## config.mk

```make
export PLATFORM = sky130hd
export DESIGN_NAME = z80_datapath
export DESIGN_NICKNAME = d
export VERILOG_FILES = /design/src/logic/datapath_pkg.sv /design/src/logic/z80_datapath.sv /design/src/logic/bus_arbiter.sv /design/src/logic/accum_flags.sv /design/src/logic/alu.sv /design/src/logic/register_file.sv
export SDC_FILE = /design/constraint.sdc
export NUM_CORES = 1
export LEC_CHECK = 0
export BUFFER_PORTS_ARGS = -buffer_cell sky130_fd_sc_hd__buf_4
export CORE_MARGIN = 4
export CORE_UTILIZATION = 55
export CTS_CLUSTER_SIZE = 40
export DETAILED_ROUTE_END_ITERATION = 6
export GPL_TIMING_DRIVEN = 0
export PLACE_DENSITY = 0.76
export SLEW_MARGIN = 20
export SYNTH_ARGS = -nofsm -noshare
export SYNTH_HDL_FRONTEND = slang
export SYNTH_SLANG_ARGS = --single-unit
```

## constraint.sdc

```tcl
create_clock -name clk -period 7.8 [get_ports clk]
set_clock_uncertainty 0.1 [all_clocks]
set_input_delay 1.56 -clock clk [delete_from_list [all_inputs] [get_ports clk]]
set_output_delay 1.56 -clock clk [all_outputs]
set_load 0.01 [all_outputs]
```

## src/logic/datapath_pkg.sv

```systemverilog
`default_nettype none

package datapath_pkg;

  // ----------------------------------------------------------
  // widths and basic types
  // ----------------------------------------------------------
  localparam int BYTE_W = 8;
  localparam int WORD_W = 16;

  typedef logic [BYTE_W-1:0] byte_t;
  typedef logic [WORD_W-1:0] word_t;

  // byte view of an address word
  typedef struct packed {
    byte_t hi;
    byte_t lo;
  } addr_bytes_t;

  // address bus word, used whole by the ALU and bus, by byte for pair/MAR loads
  typedef union packed {
    word_t       word;
    addr_bytes_t bytes;
  } addr_word_u;

  // ----------------------------------------------------------
  // selector encodings, value 0 is always idle
  // ----------------------------------------------------------
  // byte registers, pairs sit on odd/even codes (hi = 2p-1, lo = 2p)
  typedef enum logic [3:0] {
    R8_NONE, R8_B, R8_C, R8_D, R8_E, R8_H, R8_L,
    R8_IXH, R8_IXL, R8_IYH, R8_IYL, R8_SPH, R8_SPL, R8_PCH, R8_PCL
  } reg8_e;

  typedef enum logic [2:0] {P_NONE, P_BC, P_DE, P_HL, P_IX, P_IY, P_SP, P_PC} pair_e;

  // data bus source, D_EXT leaves the bus to data_in
  typedef enum logic [2:0] {D_EXT, D_REG, D_A, D_F, D_TEMP, D_ALU} dsrc_e;

  typedef enum logic [1:0] {A_NONE, A_PAIR, A_MAR, A_ALU} asrc_e;

  typedef enum logic [2:0] {
    OP_PASS_A, OP_INC, OP_DEC, OP_ADD, OP_PASS_B, OP_ADD_SE
  } alu_op_e;

  typedef enum logic [1:0] {F_KEEP, F_ALU8, F_ALU16} fsrc_e;

  // per-flag force, 2'b1x forces and bit 0 is the value
  typedef enum logic [1:0] {FORCE_KEEP = 2'b00, FORCE_CLR = 2'b10, FORCE_SET = 2'b11} force_e;

  // ----------------------------------------------------------
  // flag register and control word
  // ----------------------------------------------------------
  typedef struct packed {
    logic s;
    logic z;
    logic y;
    logic h;
    logic x;
    logic pv;
    logic n;
    logic c;
  } flags_t;

  // y and x are undocumented, never forced
  typedef struct packed {
    force_e s;
    force_e z;
    force_e h;
    force_e pv;
    force_e n;
    force_e c;
  } flag_force_t;

  typedef struct packed {
    dsrc_e       dsrc;
    asrc_e       asrc;
    reg8_e       rd8;
    reg8_e       ld8;
    pair_e       pair;
    logic        ld_pair;
    logic        ld_a;
    fsrc_e       fsrc;
    flag_force_t fforce;
    alu_op_e     alu_op;
    logic        ld_temp;
    logic        ld_mar_hi;
    logic        ld_mar_lo;
    logic        exx;
    logic        ex_af;
  } ctl_t;

endpackage

`default_nettype wire
```

## src/logic/z80_datapath.sv

```systemverilog
`default_nettype none

module z80_datapath import datapath_pkg::*; (
  input  logic   clk,
  input  logic   rst_n,
  input  ctl_t   ctl,
  input  byte_t  data_in,
  output byte_t  data_out,
  output logic   data_oe,
  output word_t  addr_out,
  output logic   addr_oe,
  output flags_t flags
);

  // ----------------------------------------------------------
  // internal buses and unit outputs
  // ----------------------------------------------------------
  byte_t      dbus;
  addr_word_u abus;
  byte_t      reg8_val;
  word_t      pair_val;
  byte_t      a_val;
  byte_t      temp_val;
  byte_t      alu8_res;
  word_t      alu16_res;
  flags_t     alu8_flags;
  flags_t     alu16_flags;

  register_file u_register_file (
    .clk, .rst_n,
    .rd8(ctl.rd8), .ld8(ctl.ld8), .pair(ctl.pair),
    .ld_pair(ctl.ld_pair), .exx(ctl.exx),
    .dbus, .abus, .reg8_val, .pair_val
  );

  // 8-bit alu works on A and the external data input
  alu #(.width(BYTE_W)) u_alu8 (
    .a(a_val), .b(data_in), .op(ctl.alu_op), .f_in(flags),
    .res(alu8_res), .f_out(alu8_flags)
  );

  // 16-bit alu works on a pair and TEMP, zero extended
  alu #(.width(WORD_W)) u_alu16 (
    .a(pair_val), .b(WORD_W'(temp_val)), .op(ctl.alu_op), .f_in(flags),
    .res(alu16_res), .f_out(alu16_flags)
  );

  // F goes straight out to the control unit
  accum_flags u_accum_flags (
    .clk, .rst_n, .ld_a(ctl.ld_a), .fsrc(ctl.fsrc), .fforce(ctl.fforce),
    .ex_af(ctl.ex_af), .dbus, .alu8_flags, .alu16_flags,
    .a_val, .f_val(flags)
  );

  bus_arbiter u_bus_arbiter (
    .clk, .rst_n, .dsrc(ctl.dsrc), .asrc(ctl.asrc),
    .ld_temp(ctl.ld_temp), .ld_mar_hi(ctl.ld_mar_hi), .ld_mar_lo(ctl.ld_mar_lo),
    .data_in, .reg8_val, .a_val, .f_val(flags), .alu8_res, .pair_val, .alu16_res,
    .dbus, .abus, .temp_val, .data_out, .data_oe, .addr_out, .addr_oe
  );

endmodule

`default_nettype wire

```

## src/logic/bus_arbiter.sv

```systemverilog
`default_nettype none

module bus_arbiter import datapath_pkg::*; (
  input  logic       clk,
  input  logic       rst_n,
  input  dsrc_e      dsrc,
  input  asrc_e      asrc,
  input  logic       ld_temp,
  input  logic       ld_mar_hi,
  input  logic       ld_mar_lo,
  input  byte_t      data_in,
  input  byte_t      reg8_val,
  input  byte_t      a_val,
  input  flags_t     f_val,
  input  byte_t      alu8_res,
  input  word_t      pair_val,
  input  word_t      alu16_res,
  output byte_t      dbus,
  output addr_word_u abus,
  output byte_t      temp_val,
  output byte_t      data_out,
  output logic       data_oe,
  output word_t      addr_out,
  output logic       addr_oe
);

  byte_t      temp_q;
  addr_word_u mar_q;

  // ----------------------------------------------------------
  // internal data bus
  // ----------------------------------------------------------
  always_comb begin
    case (dsrc)
      D_REG:   dbus = reg8_val;
      D_A:     dbus = a_val;
      D_F:     dbus = byte_t'(f_val);
      D_TEMP:  dbus = temp_q;
      D_ALU:   dbus = alu8_res;
      // undriven, external data shows through
      default: dbus = data_in;
    endcase
  end

  // ----------------------------------------------------------
  // internal address bus, zero when idle
  // ----------------------------------------------------------
  always_comb begin
    case (asrc)
      A_PAIR:  abus.word = pair_val;
      A_MAR:   abus.word = mar_q.word;
      A_ALU:   abus.word = alu16_res;
      default: abus.word = '0;
    endcase
  end

  // TEMP and MAR, MAR bytes load independently
  always_ff @(posedge clk or negedge rst_n) begin
    if (!rst_n) begin
      temp_q     <= '0;
      mar_q.word <= '0;
    end else begin
      if (ld_temp) begin
        temp_q <= dbus;
      end
      if (ld_mar_hi) begin
        mar_q.bytes.hi <= abus.bytes.hi;
      end
      if (ld_mar_lo) begin
        mar_q.bytes.lo <= abus.bytes.lo;
      end
    end
  end

  assign temp_val = temp_q;

  // external side, zero instead of high-z when not enabled
  assign data_oe  = (dsrc != D_EXT);
  assign addr_oe  = (asrc != A_NONE);
  assign data_out = data_oe ? dbus : '0;
  assign addr_out = addr_oe ? abus.word : '0;

endmodule

`default_nettype wire

```

## src/logic/accum_flags.sv

```systemverilog
`default_nettype none

module accum_flags import datapath_pkg::*; (
  input  logic        clk,
  input  logic        rst_n,
  input  logic        ld_a,
  input  fsrc_e       fsrc,
  input  flag_force_t fforce,
  input  logic        ex_af,
  input  byte_t       dbus,
  input  flags_t      alu8_flags,
  input  flags_t      alu16_flags,
  output byte_t       a_val,
  output flags_t      f_val
);

  byte_t  a_q;
  byte_t  a_alt_q;
  flags_t f_q;
  flags_t f_alt_q;
  // selected flag source before and after forcing
  flags_t f_src;
  flags_t f_next;
  logic   f_we;

  // one flag bit with its force applied
  function automatic logic apply_force(input logic cur, input force_e fc);
    logic v;
    v = cur;
    if (fc == FORCE_SET) begin
      v = 1'b1;
    end else if (fc == FORCE_CLR) begin
      v = 1'b0;
    end
    return v;
  endfunction

  // ----------------------------------------------------------
  // next flag value
  // ----------------------------------------------------------
  always_comb begin
    case (fsrc)
      F_ALU8:  f_src = alu8_flags;
      F_ALU16: f_src = alu16_flags;
      default: f_src = f_q;
    endcase
    // forces sit on top of whatever source was picked
    f_next    = f_src;
    f_next.s  = apply_force(f_src.s, fforce.s);
    f_next.z  = apply_force(f_src.z, fforce.z);
    f_next.h  = apply_force(f_src.h, fforce.h);
    f_next.pv = apply_force(f_src.pv, fforce.pv);
    f_next.n  = apply_force(f_src.n, fforce.n);
    f_next.c  = apply_force(f_src.c, fforce.c);
  end

  // write F on any alu source or any force
  assign f_we = (fsrc != F_KEEP) ||
                (fforce.s != FORCE_KEEP) || (fforce.z != FORCE_KEEP) ||
                (fforce.h != FORCE_KEEP) || (fforce.pv != FORCE_KEEP) ||
                (fforce.n != FORCE_KEEP) || (fforce.c != FORCE_KEEP);

  // ----------------------------------------------------------
  // registers, ex_af has priority over loads
  // ----------------------------------------------------------
  always_ff @(posedge clk or negedge rst_n) begin
    if (!rst_n) begin
      a_q     <= '0;
      a_alt_q <= '0;
      f_q     <= '0;
      f_alt_q <= '0;
    end else if (ex_af) begin
      a_q     <= a_alt_q;
      a_alt_q <= a_q;
      f_q     <= f_alt_q;
      f_alt_q <= f_q;
    end else begin
      if (ld_a) begin
        a_q <= dbus;
      end
      if (f_we) begin
        f_q <= f_next;
      end
    end
  end

  assign a_val = a_q;
  assign f_val = f_q;

endmodule

`default_nettype wire

```

## src/logic/alu.sv

```systemverilog
`default_nettype none

module alu import datapath_pkg::*; #(
  parameter int width = 8
) (
  input  logic [width-1:0] a,
  input  logic [width-1:0] b,
  input  alu_op_e          op,
  input  flags_t           f_in,
  output logic [width-1:0] res,
  output flags_t           f_out
);

  // one extra bit to catch the carry
  logic [width:0]   sum;
  logic [width-1:0] b_se;
  logic             arith;

  // low byte of b, sign extended to full width
  assign b_se = width'(signed'(b[BYTE_W-1:0]));

  // passes leave s and z alone
  assign arith = op inside {OP_INC, OP_DEC, OP_ADD, OP_ADD_SE};

  // ----------------------------------------------------------
  // result
  // ----------------------------------------------------------
  always_comb begin
    sum = '0;
    case (op)
      OP_INC:    res = a + 1'b1;
      OP_DEC:    res = a - 1'b1;
      OP_ADD: begin
        sum = {1'b0, a} + {1'b0, b};
        res = sum[width-1:0];
      end
      OP_ADD_SE: begin
        sum = {1'b0, a} + {1'b0, b_se};
        res = sum[width-1:0];
      end
      OP_PASS_B: res = b;
      // pass a, also covers unused codes
      default:   res = a;
    endcase
  end

  // ----------------------------------------------------------
  // flags, everything not touched comes through from f_in
  // ----------------------------------------------------------
  always_comb begin
    f_out = f_in;
    if (arith) begin
      f_out.z = (res == '0);
      f_out.s = res[width-1];
    end
    if (op == OP_ADD || op == OP_ADD_SE) begin
      f_out.c = sum[width];
    end
    // loop counter style test, pv means not yet zero
    if (op == OP_DEC) begin
      f_out.pv = (res != '0);
    end
  end

endmodule

`default_nettype wire

```

## src/logic/register_file.sv

```systemverilog
`default_nettype none

module register_file import datapath_pkg::*; (
  input  logic       clk,
  input  logic       rst_n,
  input  reg8_e      rd8,
  input  reg8_e      ld8,
  input  pair_e      pair,
  input  logic       ld_pair,
  input  logic       exx,
  input  byte_t      dbus,
  input  addr_word_u abus,
  output byte_t      reg8_val,
  output word_t      pair_val
);

  // ----------------------------------------------------------
  // storage
  // ----------------------------------------------------------
  // indexed straight by reg8_e code
  // 1..6 main B..L, 7..14 IXH..PCL
  byte_t regs_q [1:14];
  // alternate bank B'..L', same index as main
  byte_t alt_q [1:6];

  // byte slots of the selected pair
  logic [3:0] pair_hi;
  logic [3:0] pair_lo;
  logic       rd8_ok;
  logic       ld8_ok;

  // pair p lives at codes 2p-1 (hi) and 2p (lo)
  assign pair_lo = {pair, 1'b0};
  assign pair_hi = pair_lo - 4'd1;

  // guard against none and unused codes
  assign rd8_ok = rd8 inside {[R8_B:R8_PCL]};
  assign ld8_ok = ld8 inside {[R8_B:R8_PCL]};

  // ----------------------------------------------------------
  // read muxes, zero when nothing selected
  // ----------------------------------------------------------
  always_comb begin
    reg8_val = '0;
    if (rd8_ok) begin
      reg8_val = regs_q[rd8];
    end
  end

  always_comb begin
    pair_val = '0;
    if (pair != P_NONE) begin
      pair_val = {regs_q[pair_hi], regs_q[pair_lo]};
    end
  end

  // ----------------------------------------------------------
  // loads and bank exchange
  // ----------------------------------------------------------
  always_ff @(posedge clk or negedge rst_n) begin
    if (!rst_n) begin
      for (int i = 1; i <= 14; i++) begin
        regs_q[i] <= '0;
      end
      for (int i = 1; i <= 6; i++) begin
        alt_q[i] <= '0;
      end
    end else begin
      // byte load from the data bus
      if (ld8_ok) begin
        regs_q[ld8] <= dbus;
      end else if (ld_pair && pair != P_NONE) begin
        // word load, split by bytes off the address bus
        regs_q[pair_hi] <= abus.bytes.hi;
        regs_q[pair_lo] <= abus.bytes.lo;
      end
      // exx is assigned last so it overrides a load to B..L
      if (exx) begin
        for (int i = 1; i <= 6; i++) begin
          regs_q[i] <= alt_q[i];
          alt_q[i]  <= regs_q[i];
        end
      end
    end
  end

endmodule

`default_nettype wire

```

==> run summary, run 1 <==
Root Driver: clkbuf_16
Hold WC Path Type: reg2reg
Syn Nets: 2054
P per Cell Area: 242 mW/mm^2
largest net degree at the start of global routing: 97
die width: 183 um
Reg2Reg Depth: 18
Layout area overhead: 18.6%
Synth area leader: dfrtp_1
# IOs: 84
Post-DRT Antenna Nets: 0
Routed met3 length: 8370 um
Worst slew margin: 21.8%
Avg Inst Size Synth: 8.62 um^2
First-pass DRT Iterations: 7
CTS Sinks: 216
Seq cells post-synth: 216
main area contributors after synthesis: dfrtp_1 32%, mux2_2 5.8%, a21oi_1 4.9%
WL/cell: 29.6 um
CP Class: in2out
vias: 18400
WP data arrival: 6100 ps
DRT met1 WL: 27200 um
Antenna Cells: 0
Crit path depth: 21
Tot GR Track Use: 43.3%
share of layout cells above drive strength 1: 21.1%
area share of the largest cell type after synthesis: 32.0%
CTS Hold Bufs: 0
commonest non-fill, non-tap cell in the layout: dfrtp_1
hpwl dp: 55800 um
post-synth cell types: 102
minimum clock period: 7760 ps
Final Max Tran Viols: 0
most frequent cells in the layout: 216 x dfrtp_1, 209 x nand2_1, 161 x nor2_1
vias in the first global route: 17400
GPL Wtd Cong: 1.09
die height: 183 um
initial antenna violation count: 0
critical path buffer and inverter count: 7
Synth Warn #: 0
register area share after synthesis: 32.0%
leak pwr: 8.29 nW
worst slack, placed: -1970 ps
Synth Flop Type: dfrtp_1
Num CTS Buffers: 25
Hold Vio Cnt, Final: 0
failing checks: design-rule violations
first-pass GRT wire length: 111000 um
critical path required time: 6140 ps
period utilization: 99.5%
Top delay family on crit path: compound AO/OA/AOI/OAI gates
routed wl met2: 32900 um
H-tree depth: 1
CTS tree: done
run status: complete, but fails checks
endpoints failing setup: 0
Total Power: 4.84 mW
row count: 63
setup slack after layout: 42.5 ps
final net count: 2217
Slowest-stage cell, CP: a32oi_4
startpoint types: input pin
Highest Signal Layer: met4
largest stage delay on the critical path: 390 ps
Post-Syn Area: 0.0169 mm^2
PortBufs: 68
grt total ovfl: 0
clock slew at reported path FFs: 60 ps
Clk Latency, worst-skew pair: 580 ps
async set or reset register ratio after synthesis: 100%
endpoint type of the worst setup path: output port
Max FO, Critical Path: 8
Max Cap Viol: 0
Total Routed Length: 74800 um
Max VDD drop: 0.228 mV
area of the core: 0.0300 mm^2
CP cell instances: buf_12 -> buf_12 -> inv_2 -> buf_8 -> ha_4 -> buf_8 -> mux2_2 -> a221o_1 -> a22oi_2 -> nor2_4 -> ha_4 -> a21o_1 -> maj3_2 -> a21oi_4 -> o31ai_4 -> xor2_2 -> a221oi_2 -> o211ai_1 -> a32oi_4 -> inv_1 -> buf_4
Initial Util: 56.4%
worst-margin pin slew: 1170 ps
# DRC: 9
Die ar.: 0.0336 mm^2
drt first-iter violations: 2421
CTS Buffer Depth: 3
Synth Instances: 1960
Max Fclk: 129 MHz
vias per inst: 7.28
WHS Path Cells: 2
number of synthesized flops with an enable pin: 0
==> stage by stage <==
step / TNS [ps] / instances / area, um^2 / util (%) / hold WS (ps)
final: 0 / 2529 / 20000 / 66.9 / 386
after global routing: -25.7 / 2529 / 20000 / 66.9 / 411
after CTS: -19.5 / 2498 / 19500 / 65.2 / 391
after detailed placement: -37760 / 2427 / 18100 / 60.3 / 372
after global placement: -106240 / 2418 / 17900 / 59.7 / 356
after floorplan: 0 / 1960 / 16900 / - / 349
==> layer usage <==
| layer | global-route usage, % | up-vias |
|---|---|---|
| met4 | 25.8 | 0 |
| met5 | 0 | - |
| met1 | 55.4 | 8857 |
| met2 | 68.1 | 1394 |
| li1 | - | 7763 |
| met3 | 9.02 | 404 |
==> timing repair <==
| action | in CTS | in global routing |
|---|---|---|
| pin swaps | 16 | 33 |
| setup endpoints to repair | 28 | 20 |
| cloned | 0 | 1 |
| buffers inserted | 33 | 33 |
| resized for setup | 95 | 63 |
==> state kept, by name, summed over array words and instances, names as in the netlist <==
name	count
u_accum_flags.f_alt_q	8
u_register_file.regs_q	112
u_register_file.alt_q	48
u_accum_flags.a_alt_q	8
u_bus_arbiter.mar_q	16
u_accum_flags.a_val	8
u_bus_arbiter.temp_val	8
u_accum_flags.f_val	8
==> cells in the mapped netlist (31+ instances only) <==
cell      number
mux2i_1       52
nand2_1      209
nor3_1        43
inv_1         56
nand3_1       56
clkbuf_1      98
mux2_2        87
a21oi_1      166
mux4_2        31
o21ai_0      127
ha_1          42
dfrtp_1      216
a22oi_1       33
a221oi_1      37
o21a_1        35
nor2_1       167
o221ai_1      44
==> layout make-up <==
class	count	area [um^2]
Multi-Input combinational cell	1556	11300
Fill cell	2429	9920
Sequential cell	216	5410
Timing Repair Buffer	145	1200
Clock buffer	35	693
Buffer	120	621
Tap cell	390	488
Inverter	59	225
Clock inverter	8	85.1
==> logic make-up (layout without fill, tap and decap cells) <==
| family | count (synthesis) | after routing | share of synthesized area (%) |
|---|---|---|---|
| compound gates | 685 | 685 | 28.0 |
| simple gates | 619 | 619 | 17.0 |
| flops | 216 | 216 | 32.0 |
| buf+inv | 188 | 367 | 4.50 |
| mux | 172 | 172 | 13.2 |
| fa+ha+maj | 48 | 48 | 3.58 |
| xor+xnor | 32 | 32 | 1.75 |
==> path summary, 6_finish.rpt <==
path	start	slack, ps	to
worst min register to register	u_accum_flags.a_alt_q[6]	390	u_accum_flags.a_val[6]
worst max register to register	u_register_file.regs_q[66]	2400	u_accum_flags.f_val[2]
worst min-delay path	u_accum_flags.a_alt_q[6]	390	u_accum_flags.a_val[6]
min in group asynchronous	rst_n	800	u_register_file.regs_q[43]
max in group asynchronous	rst_n	5920	u_accum_flags.f_alt_q[7]
worst max-delay path	ctl[24]	40	addr_out[11]
==> where the power goes <==
group | total [mW] | switching (mW) | internal, mW
sequential | 1.67 | 0.318 | 1.35
clock | 1.15 | 0.497 | 0.653
combinational | 2.02 | 1.19 | 0.824
==> worst reg2reg max path, cell delays in order (launching register included) <==
cell      delay, ps
dfrtp_1         440
mux2_2          310
a221oi_4        330
o32ai_4         210
buf_4           200
buf_12          120
ha_1            380
or3b_2          500
o311ai_1         90
a311o_1         150
nor3_1           60
o22a_1          250
or4_1           520
a221oi_1        290
nor4b_2         290
nand4b_1        130
or4_1           600
o21ai_0         230
nand2_1          80
Note: power is estimated with default switching activity, not from simulation.
==> run 2: changes to the inputs <==
--- a/config.mk
+++ b/config.mk
@@ -12,6 +12,7 @@
 export DETAILED_ROUTE_END_ITERATION = 6
 export GPL_TIMING_DRIVEN = 0
 export PLACE_DENSITY = 0.76
+export REMOVE_ABC_BUFFERS = 1
 export SLEW_MARGIN = 20
 export SYNTH_ARGS = -nofsm -noshare
 export SYNTH_HDL_FRONTEND = slang
==> run 2 against run 1 <==
  * The run still ends with design-rule violations left
  * Cell count decreased by 5.1%
  * Via count decreased by 5.6%
  * Fmax increased by 1.5%
  * Utilization decreased by 2.7 points
  * Non-clock buffer count decreased by 137
  * Setup slack improved by 110 ps
  * Global-route usage decreased by 8.2 points
  * First-iteration DRC count decreased by 2.4%
  * Largest power group unchanged
  * Critical path depth decreased by 1
==> run summary, run 2 (synthesis gave the netlist of run 1 again) <==
run status: complete, but fails checks (unchanged)
failing checks: design-rule violations (unchanged)
# IOs: 84 (unchanged)
minimum clock period: 7650 ps (was 7760 ps)
Comb pwr share: 38.0% (was 41.7%)
leak pwr: 7.99 nW (was 8.29 nW)
initial antenna violation count: 1 (was 0)
max reg flops: 112 (unchanged)
most frequent cells in the layout: 216 x dfrtp_1, 208 x nand2_1, 159 x nor2_1 (was 216 x dfrtp_1, 209 x nand2_1, 161 x nor2_1)
internal power: 2.82 mW (was 2.83 mW)
drt first-iter violations: 2363 (was 2421)
WP data arrival: 5990 ps (was 6100 ps)
endpoints failing setup: 0 (unchanged)
critical path required time: 6140 ps (about the same)
H-tree depth: 1 (unchanged)
Hold Vio Cnt, Final: 0 (unchanged)
vias in the first global route: 16400 (was 17400)
PortBufs: 83 (was 68)
Worst slew margin: 25.4% (was 21.8%)
vias: 17400 (was 18400)
CTS Buffer Depth: 3 (unchanged)
Sequential Power Share: 35.0% (was 34.5%)
Clock power frac: 27.0% (was 23.8%)
Post-DRT Antenna Nets: 0 (unchanged)
vias per inst: 7.24 (was 7.28)
Max Fclk: 131 MHz (was 129 MHz)
Max Cap Viol: 0 (unchanged)
First-pass DRT Iterations: 7 (unchanged)
clock slew at reported path FFs: 60 ps (about the same)
CP Class: in2out (unchanged)
Clk Latency, worst-skew pair: 560 ps (was 580 ps)
Die ar.: 0.0336 mm^2 (unchanged)
die height: 183 um (unchanged)
# DRC: 14 (was 9)
CTS Sinks: 216 (unchanged)
net switching power: 1.80 mW (was 2.01 mW)
endpoint type of the worst setup path: output port (unchanged)
Max FO, Critical Path: 28 (was 8)
post-route cell area: 0.0192 mm^2 (was 0.0200 mm^2)
Regs by FF count: u_register_file.regs_q (112), u_register_file.alt_q (48), u_bus_arbiter.mar_q (16) (unchanged)
Layout area overhead: 13.9% (was 18.6%)
row count: 63 (unchanged)
die width: 183 um (unchanged)
RSZ-0062 raised after global routing: false
Initial Util: 56.4% (unchanged)
Top reg by flops: u_register_file.regs_q (unchanged)
Final Max Tran Viols: 0 (unchanged)
Total Routed Length: 61900 um (was 74800 um)
Antenna Cells: 0 (unchanged)
Net Sw Frac: 39.0% (was 41.5%)
largest net degree at the start of global routing: 118 (was 97)
Post-DP Area: 0.0177 mm^2 (was 0.0181 mm^2)
GPL Wtd Cong: 1.01 (was 1.09)
hpwl dp: 43800 um (was 55800 um)
Root Driver: clkbuf_16 (unchanged)
share of layout cells above drive strength 1: 19.5% (was 21.1%)
setup slack after layout: 154 ps (was 42.5 ps)
first-pass GRT wire length: 94100 um (was 111000 um)
final net count: 2084 (was 2217)
Max VDD drop: 0.203 mV (was 0.228 mV)
Hold Worst Slack: 379 ps (was 386 ps)
CTS tree: done (unchanged)
grt total ovfl: 0 (unchanged)
P per Cell Area: 240 mW/mm^2 (was 242 mW/mm^2)
Tot GR Track Use: 35.2% (was 43.3%)
final core utilization: 64.2% (was 66.9%)
Hold WC Path Type: reg2reg (unchanged)
worst-margin pin slew: 1120 ps (was 1170 ps)
Num CTS Buffers: 25 (unchanged)
area of the core: 0.0300 mm^2 (unchanged)
commonest non-fill, non-tap cell in the layout: dfrtp_1 (unchanged)
period utilization: 98.0% (was 99.5%)
Total Power: 4.62 mW (was 4.84 mW)
worst slack, placed: -2410 ps (was -1970 ps)
WL/cell: 25.8 um (was 29.6 um)
CTS Hold Bufs: 0 (unchanged)
startpoint types: input pin (unchanged)
Filler Cell Count: 2572 (was 2429)
==> run 2: worst max-delay path, cell delays in order <==
cell        delay [ps]
buf_8              200
clkinvlp_4         190
ha_4               380
mux2_2             350
a221o_1            280
a22o_1             220
and2_2             310
ha_1               430
a21o_1             220
a21o_1             170
a21oi_1            250
a21oi_1            110
a31oi_1            160
o22ai_1             90
a31oi_1            140
and3_1             240
a21oi_1            120
a32oi_4            270
inv_1              130
buf_4              160
==> run 2: per-stage QoR <==
step,TNS [ps],instances
after floorplan,0,1831
final,0,2399
after global routing,0,2399
after global placement,-120360,2304
after detailed placement,-71520,2315
after CTS,-110,2380
==> run 2: what timing repair did <==
action / CTS / global route
cloned: 3 / 2
pin swaps: 7 / 8
resized for setup: 41 / 24
buffers inserted: 16 / 16
setup endpoints to repair: 57 / 17
==> run 2: routing by layer <==
layer  vias up  global-route usage (%)  share of wire (%)
met5         -                       0                  0
met4         0                    17.2                6.8
met3       304                    6.80                 11
met2      1219                    55.7                 44
met1      8344                    46.5                 38
li1       7512                       -                  -
==> run 2: power groups by stage <==
stage,clock (mW),combinational (mW),sequential [mW]
2_1_floorplan,0,1.10,1.51
3_3_place_gp,0,1.55,1.61
3_5_place_dp,0,1.61,1.62
4_1_cts,1.25,1.67,1.60
5_1_grt,1.30,1.88,1.63
6_report,1.25,1.75,1.62
==> run 2: final cells by class <==
type | instances | area, um^2 | share of cell area (%)
inverter | 59 | 236 | 1.23
clock inverter | 13 | 165 | 0.859
tap | 390 | 488 | 2.54
clock buffer | 33 | 696 | 3.62
timing repair inverter | 2 | 10.0 | 0.0520
sequential | 216 | 5410 | 28.1
multi-input combinational | 1558 | 11100 | 57.7
timing repair buffer | 128 | 1130 | 5.87
==> run 2: worst paths after layout <==
path / to / slack, ps / startpoint / cells past startpoint
setup / recovery: addr_out[14] / 150 / ctl[25] / 20
hold / removal: u_accum_flags.a_val[0] / 380 / u_accum_flags.a_alt_q[0] / 2
setup reg to reg: u_accum_flags.f_val[2] / 2450 / u_register_file.regs_q[97] / 17
hold reg to reg: u_accum_flags.a_val[0] / 380 / u_accum_flags.a_alt_q[0] / 2
max in group asynchronous: u_register_file.regs_q[55] / 5580 / rst_n / 3
min in group asynchronous: u_accum_flags.f_val[6] / 820 / rst_n / 1
